==> config.mk <==
export PLATFORM = sky130hd
export DESIGN_NAME = mem_stage
export DESIGN_NICKNAME = d
export VERILOG_FILES = /design/src/verilog/mem_stage_pkg.sv /design/src/verilog/ls_request.sv /design/src/verilog/mem_stage.sv /design/src/verilog/retire_check.sv /design/src/verilog/trap_csr.sv /design/src/verilog/wb_pipe.sv
export SDC_FILE = /design/constraint.sdc
export NUM_CORES = 1
export LEC_CHECK = 0
export ABC_AREA = 1
export BUFFER_PORTS_ARGS = -buffer_cell sky130_fd_sc_hd__buf_2
export CORE_AREA = 4 4 226 228
export DETAILED_ROUTE_END_ITERATION = 8
export DIE_AREA = 0 0 230 232
export GPL_ROUTABILITY_DRIVEN = 0
export PLACE_DENSITY_LB_ADDON = 0.2
export SETUP_SLACK_MARGIN = 0.4
export SLEW_MARGIN = 20
export SYNTH_ARGS = -nofsm -noshare
export SYNTH_HDL_FRONTEND = slang
export SYNTH_SLANG_ARGS = --single-unit
==> constraint.sdc <==
create_clock -name clk_in -period 6.3 [get_ports clk_in]
set_input_delay 0.315 -clock clk_in [delete_from_list [all_inputs] [get_ports clk_in]]
set_output_delay 0.315 -clock clk_in [all_outputs]
set_load 0.02 [all_outputs]
==> src/verilog/mem_stage_pkg.sv <==
// memory stage package
// widths, exception causes, instruction classes and the port structs
// shared by the memory stage blocks
package mem_stage_pkg;

   // ------------------------------------------------------------------------
   // widths and codes
   // ------------------------------------------------------------------------
   localparam int XLEN    = 32;                          // data and address width
   localparam int GPR_ASZ = 5;                           // gpr address width
   localparam int OP_SZ   = 4;                           // op word width
   localparam int CAUSE_W = 4;                           // exception cause width
   localparam int NUM_RET = 11;                          // retire event classes

   localparam logic [CAUSE_W-1:0] CAUSE_MISALIGN_BR = 4'd0;  // branch target misaligned
   localparam logic [CAUSE_W-1:0] CAUSE_CSR_FAULT   = 4'd1;  // csr access fault
   localparam logic [CAUSE_W-1:0] CAUSE_ILLEGAL     = 4'd2;
   localparam logic [CAUSE_W-1:0] CAUSE_BREAK       = 4'd3;
   localparam logic [CAUSE_W-1:0] CAUSE_LD_MISALIGN = 4'd4;
   localparam logic [CAUSE_W-1:0] CAUSE_LD_FAULT    = 4'd5;
   localparam logic [CAUSE_W-1:0] CAUSE_ST_MISALIGN = 4'd6;
   localparam logic [CAUSE_W-1:0] CAUSE_ST_FAULT    = 4'd7;
   localparam logic [CAUSE_W-1:0] CAUSE_ECALL       = 4'd8;  // plus the calling mode

   localparam logic [1:0] U_MODE = 2'b00;                // user
   localparam logic [1:0] M_MODE = 2'b11;                // machine

   // ------------------------------------------------------------------------
   // instruction classes and ops
   // ------------------------------------------------------------------------
   typedef enum logic [3:0] {ILL, ALU, BR, IM, IDR, SYS, CSR, LD, ST} i_type_e;

   typedef enum logic [OP_SZ-1:0] {MRET, BXX, JAL, JALR} br_op_e;
   typedef enum logic [OP_SZ-1:0] {ECALL, EBREAK} sys_op_e;

   typedef union packed {
      br_op_e  br;                                       // view for BR class
      sys_op_e sys;                                      // view for SYS class
   } op_u;

   typedef enum logic [3:0] {
      RET_UNK, RET_ALU, RET_BXX, RET_JAL, RET_JALR, RET_IM,
      RET_IDR, RET_SYS, RET_CSR, RET_LD, RET_ST
   } ret_class_e;

   typedef enum logic {CFG_VEC, CFG_MODE} cfg_sel_e;

   // ------------------------------------------------------------------------
   // port structs
   // ------------------------------------------------------------------------
   typedef struct packed {
      i_type_e             i_type;
      op_u                 op;
      logic [XLEN-1:0]     pc;
      logic [XLEN-1:0]     instr;                        // raw instruction word
      logic                rd_wr;
      logic [GPR_ASZ-1:0]  rd_addr;
      logic [XLEN-1:0]     rd_data;
      logic [XLEN-1:0]     ls_addr;
      logic [XLEN-1:0]     st_data;
      logic [2:0]          size;
      logic                zero_ext;                     // LBU / LHU
      logic                inv_flag;                     // store hit instruction space
      logic                mis;                          // misaligned or fault from execute
      logic                ci;                           // compressed instruction
      logic [XLEN-1:0]     br_pc;                        // resolved target
      logic [XLEN-1:0]     predicted_addr;
   } e2m_t;

   typedef struct packed {
      logic rd;
      logic wr;
      logic [XLEN-1:0] addr;
      logic [XLEN-1:0] wr_data;
      logic [2:0] size;
      logic zero_ext;
   } mio_req_t;

   typedef struct packed {
      logic ack;
      logic fault;
      logic [XLEN-1:0] data;                             // load data
   } mio_rsp_t;

   typedef struct packed {
      logic rd_wr;
      logic [GPR_ASZ-1:0] rd_addr;
      logic [XLEN-1:0] rd_data;
   } wb_t;

   typedef struct packed {
      logic valid;
      wb_t wb;
   } fwd_t;

   typedef struct packed {
      logic flag;
      logic [XLEN-1:0] pc;
      logic [XLEN-1:0] tval;
      logic [CAUSE_W-1:0] cause;
   } exc_t;

   typedef struct packed {
      logic [NUM_RET-1:0] ret;                           // one hot by ret_class_e
      logic e_flag;
      logic [CAUSE_W-1:0] e_cause;
      logic mispredict;
   } events_t;

   typedef struct packed {
      logic pc_flag;
      logic ic_flag;
      logic [XLEN-1:0] addr;
   } reload_t;

   typedef struct packed {
      logic valid;
      cfg_sel_e sel;
      logic [XLEN-1:0] data;
   } cfg_wr_t;

   typedef struct packed {
      logic [XLEN-1:0] pc;
      logic [XLEN-1:0] tval;
      logic [CAUSE_W-1:0] cause;
   } trap_rec_t;

endpackage

==> src/verilog/ls_request.sv <==
// stage handshake control
// generates e2m_ready, the accept strobe and the data memory request
`timescale 1ns/100ps

module ls_request
   import mem_stage_pkg::*;
(
   input  logic      e2m_valid,
   input  e2m_t      e2m,
   input  logic      pipe_full,                          // wb pipe holds a word
   input  logic      m2w_ready,                          // wb stage pops this cycle
   input  logic      mio_rsp_ack,
   output logic      e2m_ready,
   output logic      accept,                             // instruction taken this cycle
   output logic      mio_req_valid,
   output mio_req_t  mio_req
);

   logic is_ld;
   logic is_st;
   logic is_ls;
   logic room;

   assign is_ld = (e2m.i_type == LD);
   assign is_st = (e2m.i_type == ST);
   assign is_ls = is_ld | is_st;

   // pipe can take a word if empty or being popped now
   assign room = !pipe_full | m2w_ready;

   // loads and stores also wait for the memory ack
   assign e2m_ready = room & (!is_ls | mio_rsp_ack);
   assign accept    = e2m_valid & e2m_ready;

   // ------------------------------------------------------------------------
   // data memory request
   // ------------------------------------------------------------------------
   assign mio_req_valid = e2m_valid & is_ls & room;  // held until ack, execute keeps e2m stable

   assign mio_req.rd       = is_ld;                      // read
   assign mio_req.wr       = is_st;                      // write
   assign mio_req.addr     = e2m.ls_addr;
   assign mio_req.wr_data  = e2m.st_data;
   assign mio_req.size     = e2m.size;
   assign mio_req.zero_ext = e2m.zero_ext;               // LBU / LHU

endmodule

==> src/verilog/mem_stage.sv <==
// memory stage top
// handshake, retire check, trap registers and the writeback pipe
`timescale 1ns/100ps

module mem_stage
   import mem_stage_pkg::*;
(
   input  logic       clk_in,
   input  logic       rst_n,
   input  logic       pipe_flush,
   input  logic       e2m_valid,
   input  e2m_t       e2m,
   output logic       e2m_ready,
   output logic       mio_req_valid,
   output mio_req_t   mio_req,
   input  mio_rsp_t   mio_rsp,
   output logic       m2w_valid,
   input  logic       m2w_ready,
   output wb_t        m2w,
   output fwd_t       fwd,                               // gpr forwarding
   output events_t    events,
   output reload_t    reload,
   input  cfg_wr_t    cfg_wr,
   output trap_rec_t  trap_rec
);

   logic             accept;
   logic             pipe_full;
   logic             wb_write;
   wb_t              wb;
   exc_t             exc;
   logic [XLEN-1:0]  trap_pc;
   logic [1:0]       mode;

   trap_csr trap_csr_inst (
      .clk_in(clk_in), .rst_n(rst_n), .cfg_wr(cfg_wr), .exc(exc),
      .trap_pc(trap_pc), .mode(mode), .trap_rec(trap_rec)
   );

   ls_request ls_request_inst (
      .e2m_valid(e2m_valid), .e2m(e2m), .pipe_full(pipe_full), .m2w_ready(m2w_ready),
      .mio_rsp_ack(mio_rsp.ack), .e2m_ready(e2m_ready), .accept(accept),
      .mio_req_valid(mio_req_valid), .mio_req(mio_req)
   );

   retire_check retire_check_inst (
      .accept(accept), .e2m(e2m), .mio_rsp(mio_rsp), .trap_pc(trap_pc), .mode(mode),
      .wb_write(wb_write), .wb(wb), .fwd(fwd), .exc(exc), .events(events),
      .reload(reload)
   );

   wb_pipe wb_pipe_inst (
      .clk_in(clk_in), .rst_n(rst_n), .pipe_flush(pipe_flush), .wr(wb_write),
      .din(wb), .m2w_ready(m2w_ready), .full(pipe_full), .m2w_valid(m2w_valid),
      .m2w(m2w)
   );

endmodule

==> src/verilog/retire_check.sv <==
// retire check
// classifies each accepted instruction into writeback, exception or
// fetch reload, and raises its retire events
`timescale 1ns/100ps

module retire_check
   import mem_stage_pkg::*;
(
   input  logic             accept,
   input  e2m_t             e2m,
   input  mio_rsp_t         mio_rsp,
   input  logic [XLEN-1:0]  trap_pc,
   input  logic [1:0]       mode,
   output logic             wb_write,                    // load the wb pipe
   output wb_t              wb,
   output fwd_t             fwd,
   output exc_t             exc,
   output events_t          events,
   output reload_t          reload
);

   logic                exc_hit;                         // instruction traps
   logic [CAUSE_W-1:0]  exc_cause;
   logic [XLEN-1:0]     exc_tval;
   logic                br_miss;                         // target differs from prediction
   logic                ld_fault;
   ret_class_e          ret_cls;

   assign br_miss  = (e2m.predicted_addr != e2m.br_pc);
   assign ld_fault = mio_rsp.ack & mio_rsp.fault;        // reused for store faults

   always_comb
   begin
      exc_hit   = 1'b0;
      exc_cause = '0;
      exc_tval  = e2m.instr;                             // most traps report the word
      ret_cls   = RET_UNK;
      wb        = '0;
      exc       = '0;
      events    = '0;
      reload    = '0;

      if (accept)
      begin
         unique case (e2m.i_type)
            ALU, IM, IDR:
            begin
               wb = '{e2m.rd_wr, e2m.rd_addr, e2m.rd_data};
               ret_cls = (e2m.i_type == ALU) ? RET_ALU : (e2m.i_type == IM) ? RET_IM : RET_IDR;
            end
            BR:
            begin
               ret_cls = RET_BXX;                        // MRET counts as a branch
               if (e2m.op.br == JAL)
                  ret_cls = RET_JAL;
               else if (e2m.op.br == JALR)
                  ret_cls = RET_JALR;
               if (e2m.op.br == MRET)
               begin
                  if (mode < M_MODE)                     // privileged in user mode
                  begin
                     exc_hit   = 1'b1;
                     exc_cause = CAUSE_ILLEGAL;
                  end
                  else
                     events.mispredict = br_miss;
               end
               else if (!(e2m.op.br inside {BXX, JAL, JALR}))
               begin
                  exc_hit   = 1'b1;                      // undefined branch op
                  exc_cause = CAUSE_ILLEGAL;
                  ret_cls   = RET_UNK;
               end
               else if (e2m.mis)
               begin
                  exc_hit   = 1'b1;
                  exc_cause = CAUSE_MISALIGN_BR;
                  exc_tval  = e2m.br_pc;                 // misaligned target
               end
               else if (br_miss)
                  events.mispredict = 1'b1;              // jumps write nothing on a miss
               else if (e2m.op.br != BXX)
                  wb = '{e2m.rd_wr, e2m.rd_addr, e2m.rd_data};   // link address
            end
            SYS:
            begin
               ret_cls = RET_SYS;
               exc_hit = 1'b1;                           // every sys op traps here
               if (e2m.op.sys == ECALL)
                  exc_cause = CAUSE_ECALL | CAUSE_W'(mode);  // 8 + mode
               else if (e2m.op.sys == EBREAK)
                  exc_cause = CAUSE_BREAK;
               else
                  exc_cause = CAUSE_ILLEGAL;
            end
            CSR:
            begin
               ret_cls = RET_CSR;
               if (e2m.mis)
               begin
                  exc_hit   = 1'b1;
                  exc_cause = CAUSE_CSR_FAULT;
                  exc_tval  = e2m.rd_data;               // execute leaves the csr address here
               end
               else
                  wb = '{e2m.rd_wr, e2m.rd_addr, e2m.rd_data};
            end
            LD, ST:
            begin
               ret_cls  = (e2m.i_type == LD) ? RET_LD : RET_ST;
               exc_tval = e2m.ls_addr;
               if (e2m.mis | ld_fault)
               begin
                  exc_hit   = 1'b1;
                  exc_cause = (e2m.i_type == LD) ? CAUSE_LD_MISALIGN : CAUSE_ST_MISALIGN;
                  if (!e2m.mis)
                     exc_cause = exc_cause + 1'b1;       // fault is misalign + 1
               end
               else if (e2m.i_type == LD)
                  wb = '{e2m.rd_wr, e2m.rd_addr, mio_rsp.data};
               else if (e2m.inv_flag)
               begin
                  reload.pc_flag = 1'b1;                 // store into instruction space
                  reload.ic_flag = 1'b1;
                  reload.addr    = e2m.pc + (e2m.ci ? XLEN'(2) : XLEN'(4));
               end
            end
            default:
            begin
               exc_hit   = 1'b1;                         // ILL and unknown classes
               exc_cause = CAUSE_ILLEGAL;
            end
         endcase

         if (exc_hit)
         begin
            exc            = '{1'b1, e2m.pc, exc_tval, exc_cause};
            reload.pc_flag = 1'b1;                       // redirect fetch to the handler
            reload.addr    = trap_pc;
            events.e_flag  = 1'b1;
            events.e_cause = exc_cause;
         end
         events.ret[ret_cls] = 1'b1;
      end
   end

   assign wb_write  = accept & wb.rd_wr;                 // only real writes enter the pipe
   assign fwd.valid = accept;
   assign fwd.wb    = wb;

endmodule

==> src/verilog/trap_csr.sv <==
// trap register block
// holds the trap vector and privilege mode, records the last exception
`timescale 1ns/100ps

module trap_csr
   import mem_stage_pkg::*;
(
   input  logic             clk_in,
   input  logic             rst_n,
   input  cfg_wr_t          cfg_wr,                      // config write port
   input  exc_t             exc,                         // exception from retire check
   output logic [XLEN-1:0]  trap_pc,                     // trap vector
   output logic [1:0]       mode,                        // current privilege
   output trap_rec_t        trap_rec                     // last exception taken
);

   logic vec_we;
   logic mode_we;

   assign vec_we  = cfg_wr.valid & (cfg_wr.sel == CFG_VEC);
   assign mode_we = cfg_wr.valid & (cfg_wr.sel == CFG_MODE);

   // ------------------------------------------------------------------------
   // trap vector and mode
   // ------------------------------------------------------------------------
   always_ff @(posedge clk_in)
   begin
      if (!rst_n)
         trap_pc <= '0;                                  // vector at address 0
      else if (vec_we)
         trap_pc <= cfg_wr.data;
   end

   always_ff @(posedge clk_in)
   begin
      if (!rst_n)
         mode <= M_MODE;                                 // come out of reset in machine mode
      else if (mode_we)
         mode <= cfg_wr.data[1:0];
   end

   // ------------------------------------------------------------------------
   // exception record
   // ------------------------------------------------------------------------
   // captured one cycle after the accept that raised it
   always_ff @(posedge clk_in)
   begin
      if (exc.flag)
      begin
         trap_rec.pc    <= exc.pc;                       // faulting instruction
         trap_rec.tval  <= exc.tval;                     // bad address or instruction word
         trap_rec.cause <= exc.cause;
      end
   end

endmodule

==> src/verilog/wb_pipe.sv <==
// writeback pipe register
// one entry with full flag, write and pop may share a cycle
`timescale 1ns/100ps

module wb_pipe
   import mem_stage_pkg::*;
(
   input  logic  clk_in,
   input  logic  rst_n,
   input  logic  pipe_flush,                             // drop the held word
   input  logic  wr,
   input  wb_t   din,
   input  logic  m2w_ready,
   output logic  full,
   output logic  m2w_valid,
   output wb_t   m2w
);

   wb_t  data_q;                                         // held result
   logic pop;

   assign pop = full & m2w_ready;

   always_ff @(posedge clk_in)
   begin
      if (!rst_n || pipe_flush)
         full <= 1'b0;                                   // flush beats a same-cycle write
      else if (wr)
         full <= 1'b1;                                   // write with or without pop
      else if (pop)
         full <= 1'b0;
   end

   always_ff @(posedge clk_in)
   begin
      if (wr)
         data_q <= din;
   end

   assign m2w_valid = full;
   assign m2w       = data_q;

endmodule
==> impl_metrics.ini, run 1 <==
[status]
status = finished, final reports clean

[synthesis]
synth_top_family_by_area = simple AND/OR/NAND/NOR gates
synth_area_sq_um = 9600
synth-async-reset-ratio = 0
yosysTopAreaCellShare = 0.332
yosysMostFrequentCell = nand2_1
synth-edff-count = 106
synth-adder-area-share = 0.00469
synth.avg_cell_area_sq_um = 7.07
synth_largest_area_cell = edfxtp_1
synth.area.mux_share = 0
yosys.area_share.simple = 0.248
synth_warnings = 0
synthFlopType = edfxtp_1
yosys.cell_types.count = 36
synthXorXnorAreaFrac = 0.0310
synth_compound_area_frac = 0.154
yosys-top-cells-count = nand2_1, nor2_1, inv_1, o21ai_0, a21oi_1
yosysSeqAreaShare = 0.405
syn-instance-count = 1357
synthTopCellsByArea = edfxtp_1, nand2_1, nor2_1
synth_seq_cells = 141
syn_nets = 1678

[clocking]
clock-sinks = 141
postCtsResizedCells = 0
cts_buffers = 17
cts_setup_buffers = 0
htreeDepth = 4
cts_hold_buf = 0
cts_tree = done
path_clk_slew_ns = 0.07
ctsLongestPathBuffers = 2
ctsRootBufferMaster = clkbuf_16
clkLatencyLatePin_ns = 0.48

[cells_and_area]
final_util = 0.265
layout-drive-gt1-share = 0.327
fin_nets = 2093
area.growth.synth_to_final_pct = 34.7

[worst_setup_path]
r2r_cells = 8
setup.worst_path.class = input port to output pin
cp.required_ns = 5.98
slowest_stage = nand2_4
cp.arrival_ns = 3.34
worstSetupStartpointType = input port
end_kind = output pin
path_max_fanout = 49
cpPeakStageDelay_ns = 0.51
cp_cell_sequence = buf_2 -> nor2_2 -> nand3_2 -> nand2_2 -> buf_4 -> a21oi_4 -> nand2_4 -> inv_2 -> o21ai_4 -> buf_4 -> nor3_1 -> buf_2

[sta]
skew_ns = 0.0100
finalHoldViolations = 0
fmax_mhz = 273
fin_crit_ns = 3.66
rsz0062_at_grt = false
relSlewSlack = 0.337
final.period_utilization = 0.580
fin_tns_setup_ns = 0
worst_pin_slew_ns = 0.992
setup-violations-final = 0
finalMaxSlewViolations = 0

[die]
die_y_um = 232
num_io_pins = 587
fp.dieArea_sq_um = 53400
core_area_sq_um = 48800
die_w_um = 230
rows = 81
initial_core_util = 0.197

[global_route]
track_usage = 0.185
grt_pass1_wl_mm = 71.3
grt-ovfl-total = 0
antenna_found_initial = 19
grt_pass1_vias = 10500
grt_max_degree = 65

[route]
wl_mm = 51.2
vias_per_cell = 4.34
drt.antenna.violating_nets = 0
drtPass1Iterations = 5
detail_route.wl_per_cell_um = 20.8
route.detailed.drc = 0
vias = 10671
drt_iter0_drc = 607

[flow_run]
max-cap-violations = 0

[hold_path]
holdPathStages = 3
worstHoldPathType = input port to register

[placed_design]
dp_hpwl_mm = 41.8
port_buffers = 514

[power_and_ir_drop]
p_leak_nw = 6.03
vdd_drop_max_mv = 0.113
p_per_area_nw_per_um2 = 219
kinds of logic (layout without fill, tap and decap cells):
group | Yosys count | after routing
AO/OA/AOI/OAI | 290 | 290
XOR/XNOR | 34 | 34
adder cells (fa/ha/maj) | 3 | 3
buffers and inverters | 309 | 737
flip-flops | 141 | 141
other | 0 | 8
AND/OR/NAND/NOR | 580 | 580
flip-flops by register name, summed over array words and instances (netlist names):
| register | flops |
|---|---|
| wb_pipe_inst.m2w | 38 |
| trap_csr_inst.mode | 2 |
| trap_csr_inst.trap_pc | 32 |
| wb_pipe_inst.full | 1 |
| trap_csr_inst.trap_rec | 68 |
final timing paths:
check	from	endpoint	slack, ns
min	cfg_wr[8]	trap_csr_inst.trap_pc[8]$_SDFFE_PN0P_	0.05
min reg2reg	trap_csr_inst.mode[1]$_SDFFE_PN1P_	trap_csr_inst.mode[1]$_SDFFE_PN1P_	0.51
max reg2reg	wb_pipe_inst.full$_SDFFE_PP0P_	trap_csr_inst.trap_rec[7]$_SDFFCE_PN0P_	3.51
max	e2m[244]	events[4]	2.64
placed cells by master (no fill, tap or decap), types with 3 or more instances in the layout:
cell,instances
a21oi_1,123
buf_2,514
buf_4,15
clkbuf_16,17
dfxtp_1,35
diode_2,8
edfxtp_1,106
inv_1,168
inv_2,6
inv_6,5
nand2_1,242
nand2_2,3
nand3_1,64
nand4_1,10
nor2_1,231
nor2_4,3
nor3_1,19
o21ai_0,142
o21ai_1,18
xnor2_1,21
xor2_1,13
cell type report:
type | count | area, sq um
Timing Repair Buffer | 530 | 2710
Antenna cell | 8 | 20.0
Clock inverter | 14 | 175
Multi-Input combinational cell | 907 | 4230
Tap cell | 664 | 831
Clock buffer | 18 | 429
Inverter | 175 | 657
Sequential cell | 141 | 3880
Fill cell | 5572 | 35900
through the flow:
| step | worst slack, ns | instance area [sq um] | power [W] | hold slack [ns] | instances |
|---|---|---|---|---|---|
| floorplan | 3.74 | 9600 | 0.00151 | 0.428 | 1357 |
| global placement | 2.64 | 12300 | 0.00179 | 0.494 | 2417 |
| detailed placement | 2.57 | 12300 | 0.00179 | 0.496 | 2417 |
| CTS | 2.57 | 12900 | 0.00288 | 0.00215 | 2449 |
| global route | 2.38 | 12900 | 0.00297 | 0.0169 | 2452 |
| finish | 2.64 | 12900 | 0.00283 | 0.0522 | 2457 |
worst max-delay path, delay by kind of cell:
family	cells	cell delay, ns
compound gates	2	0.52
buf+inv	5	1.43
simple gates	5	1.01
metal layers:
layer | up-vias | wire (um) | GRT usage
met5 | - | 117 | 0
met4 | 18 | 2080 | 0.0841
met3 | 106 | 4650 | 0.0698
met2 | 461 | 26400 | 0.340
met1 | 4936 | 17900 | 0.185
li1 | 5150 | - | -
report_power, final:
group / internal (W) / switching [W] / total (W)
clock: 0.000597 / 0.000472 / 0.00107
sequential: 0.00108 / 0.0000286 / 0.00111
combinational: 0.000203 / 0.000445 / 0.000648
total: 0.00188 / 0.000945 / 0.00282
(Power assumes the default switching activity.)
==> run 2, diff against run 1 <==
Clock period 6.3 ns to 3.1 ns, I/O delays scaled along.
==> run 2 against run 1 <==
Net effect: routed wire length rose by 1.7%; largest cell class unchanged; setup slack got worse by 2.0 ns; critical endpoint is now reload[33]; register-to-register slack got worse by 2.5 ns; highest routed layer unchanged; critical path depth fell by 3; hold slack got worse by 0.0069 ns; non-clock buffer count rose by 50.
==> impl_metrics.ini, run 2 (synthesis results as in run 1) <==
[cells_and_area]
layout-drive-gt1-share = 0.326
fin_nets = 2143
largest_reg_flops = 68
most-common-layout-cells = buf_2, nand2_1, nor2_1
layout_commonest_cell = buf_2
fin_area_sq_um = 13400
top_register = trap_csr_inst.trap_rec
area.growth.synth_to_final_pct = 40.0

[placed_design]
dp_hpwl_mm = 42.0
place_area_sq_um = 12400
port_buffers = 514

[power_and_ir_drop]
p_switching_w = 0.00196
p_comb_frac = 0.239
p_per_area_nw_per_um2 = 428
swShare = 0.341
p_int_w = 0.00379
p_leak_nw = 6.25
clkPwrFrac = 0.370
vdd_drop_max_mv = 0.298
power_frac_seq = 0.391

[global_route]
grt_pass1_wl_mm = 73.2
track_usage = 0.188
antenna_found_initial = 16
grt-ovfl-total = 0
grt_max_degree = 41
grt_pass1_vias = 10851

[worst_setup_path]
cp.required_ns = 2.94
r2r_cells = 8
end_kind = output pin
path_max_fanout = 21
r2r-end = trap_csr_inst.trap_rec[26]$_SDFFCE_PN0P_
setup.worst_path.class = register to output pin
worstSetupStartpointType = register
cp_cell_sequence = inv_1 -> nor2_1 -> a21oi_4 -> nand2_4 -> inv_2 -> o21ai_4 -> buf_4 -> nand2_1 -> buf_2
cpPeakStageDelay_ns = 0.36
r2r_slack_ns = 1.05
slowest_stage = dfxtp_1
cp.arrival_ns = 2.33
rr_startpoint = wb_pipe_inst.full$_SDFFE_PP0P_

[sta]
finalMaxSlewViolations = 0
fmax_mhz = 403
setup-violations-final = 0
finalHoldViolations = 0
final.period_utilization = 0.801
rsz0062_at_grt = true
fin_crit_ns = 2.48
relSlewSlack = 0.515
worst_pin_slew_ns = 0.727
fin_tns_setup_ns = 0
skew_ns = 0.0162

[clocking]
path_clk_slew_ns = 0.07
cts_setup_buffers = 0
clkLatencyLatePin_ns = 0.49
clock-sinks = 141
ctsLongestPathBuffers = 2
htreeDepth = 4
ctsRootBufferMaster = clkbuf_16
cts_buffers = 17
cts_tree = done

[route]
detail_route.wl_per_cell_um = 20.8
drt_iter0_drc = 563
vias_per_cell = 4.35
route.detailed.drc = 0
wl_mm = 52.0
vias = 10892
drt.antenna.violating_nets = 0
drtPass1Iterations = 7

[die]
die_y_um = 232
initial_core_util = 0.197
fp.dieArea_sq_um = 53400
rows = 81
num_io_pins = 587
core_area_sq_um = 48800
die_w_um = 230

[flow_run]
max-cap-violations = 0

[hold_path]
worstHoldPathType = input port to register
hp-start = e2m[215]
hold_end = trap_csr_inst.trap_rec[46]$_SDFFCE_PN0P_
holdPathStages = 3

[status]
status = finished, final reports clean
run 2: cell types whose count changed in the layout (fill, tap and decap cells not counted), sizes merged:
cell,change
clkinvlp,-1
buf,+11
clkinv,+1
dlygate4sd3,+39
inv,+1
diode,-2
bufinv,-1
run 2: layer usage:
metal	global-route usage	part of all wire	routed length, um
met4	0.0796	0.034	1740
met2	0.350	0.52	27300
met1	0.191	0.36	18700
met3	0.0648	0.081	4200
met5	0	0.0024	123
run 2: how the worst max path moves through the flow:
stage                                         from          to  slack (ns)
floorplan           wb_pipe_inst.full$_SDFFE_PP0P_     fwd[37]        0.83
global placement                           e2m[64]  reload[25]        0.42
detailed placement                         e2m[64]  reload[29]        0.36
CTS                 wb_pipe_inst.full$_SDFFE_PP0P_   events[5]        0.41
global route                               e2m[64]  reload[29]        0.40
finish              wb_pipe_inst.full$_SDFFE_PP0P_  reload[33]        0.62
run 2: what timing repair did:
action                                  in CTS  in global routing
endpoints found under the hold margin       40                  0
endpoints found under the setup margin       2                  6
gates resized for setup                      1                  5
hold buffers                                39                  0
run 2: cell type report:
| type | count | area (sq um) |
|---|---|---|
| diodes | 6 | 15.0 |
| flip-flops and latches | 141 | 3880 |
| multi-input cells | 907 | 4240 |
| inverters | 175 | 657 |
| repair buffers | 580 | 3230 |
| fillers | 5515 | 35400 |
| clock inverters | 14 | 149 |
| well taps | 664 | 831 |
| clock buffers | 18 | 429 |
run 2: metrics by stage:
step	cells	total power (W)	utilization	worst slack (ns)	hold WS, ns
final	2505	0.00575	0.275	0.616	0.0453
after global routing	2503	0.00602	0.275	0.398	0.0348
after CTS	2499	0.00586	0.274	0.412	0.000471
after detailed placement	2428	0.00364	0.255	0.362	0.310
after global placement	2428	0.00364	0.255	0.416	0.310
after floorplan	1357	0.00307	-	0.832	0.268
run 2: critical path, delay by kind of cell (launching register included):
| kind | cells | cell delay (ns) |
|---|---|---|
| buf+inv | 4 | 0.70 |
| simple gates | 3 | 0.56 |
| flops | 1 | 0.36 |
| compound gates | 2 | 0.22 |
run 2: power groups by stage:
stage / sequential, W / clock [W] / combinational [W]
floorplan: 0.00242 / 0 / 0.000653
global placement: 0.00229 / 0 / 0.00135
detailed placement: 0.00229 / 0 / 0.00135
CTS: 0.00225 / 0.00221 / 0.00139
global route: 0.00226 / 0.00225 / 0.00150
finish: 0.00225 / 0.00213 / 0.00137
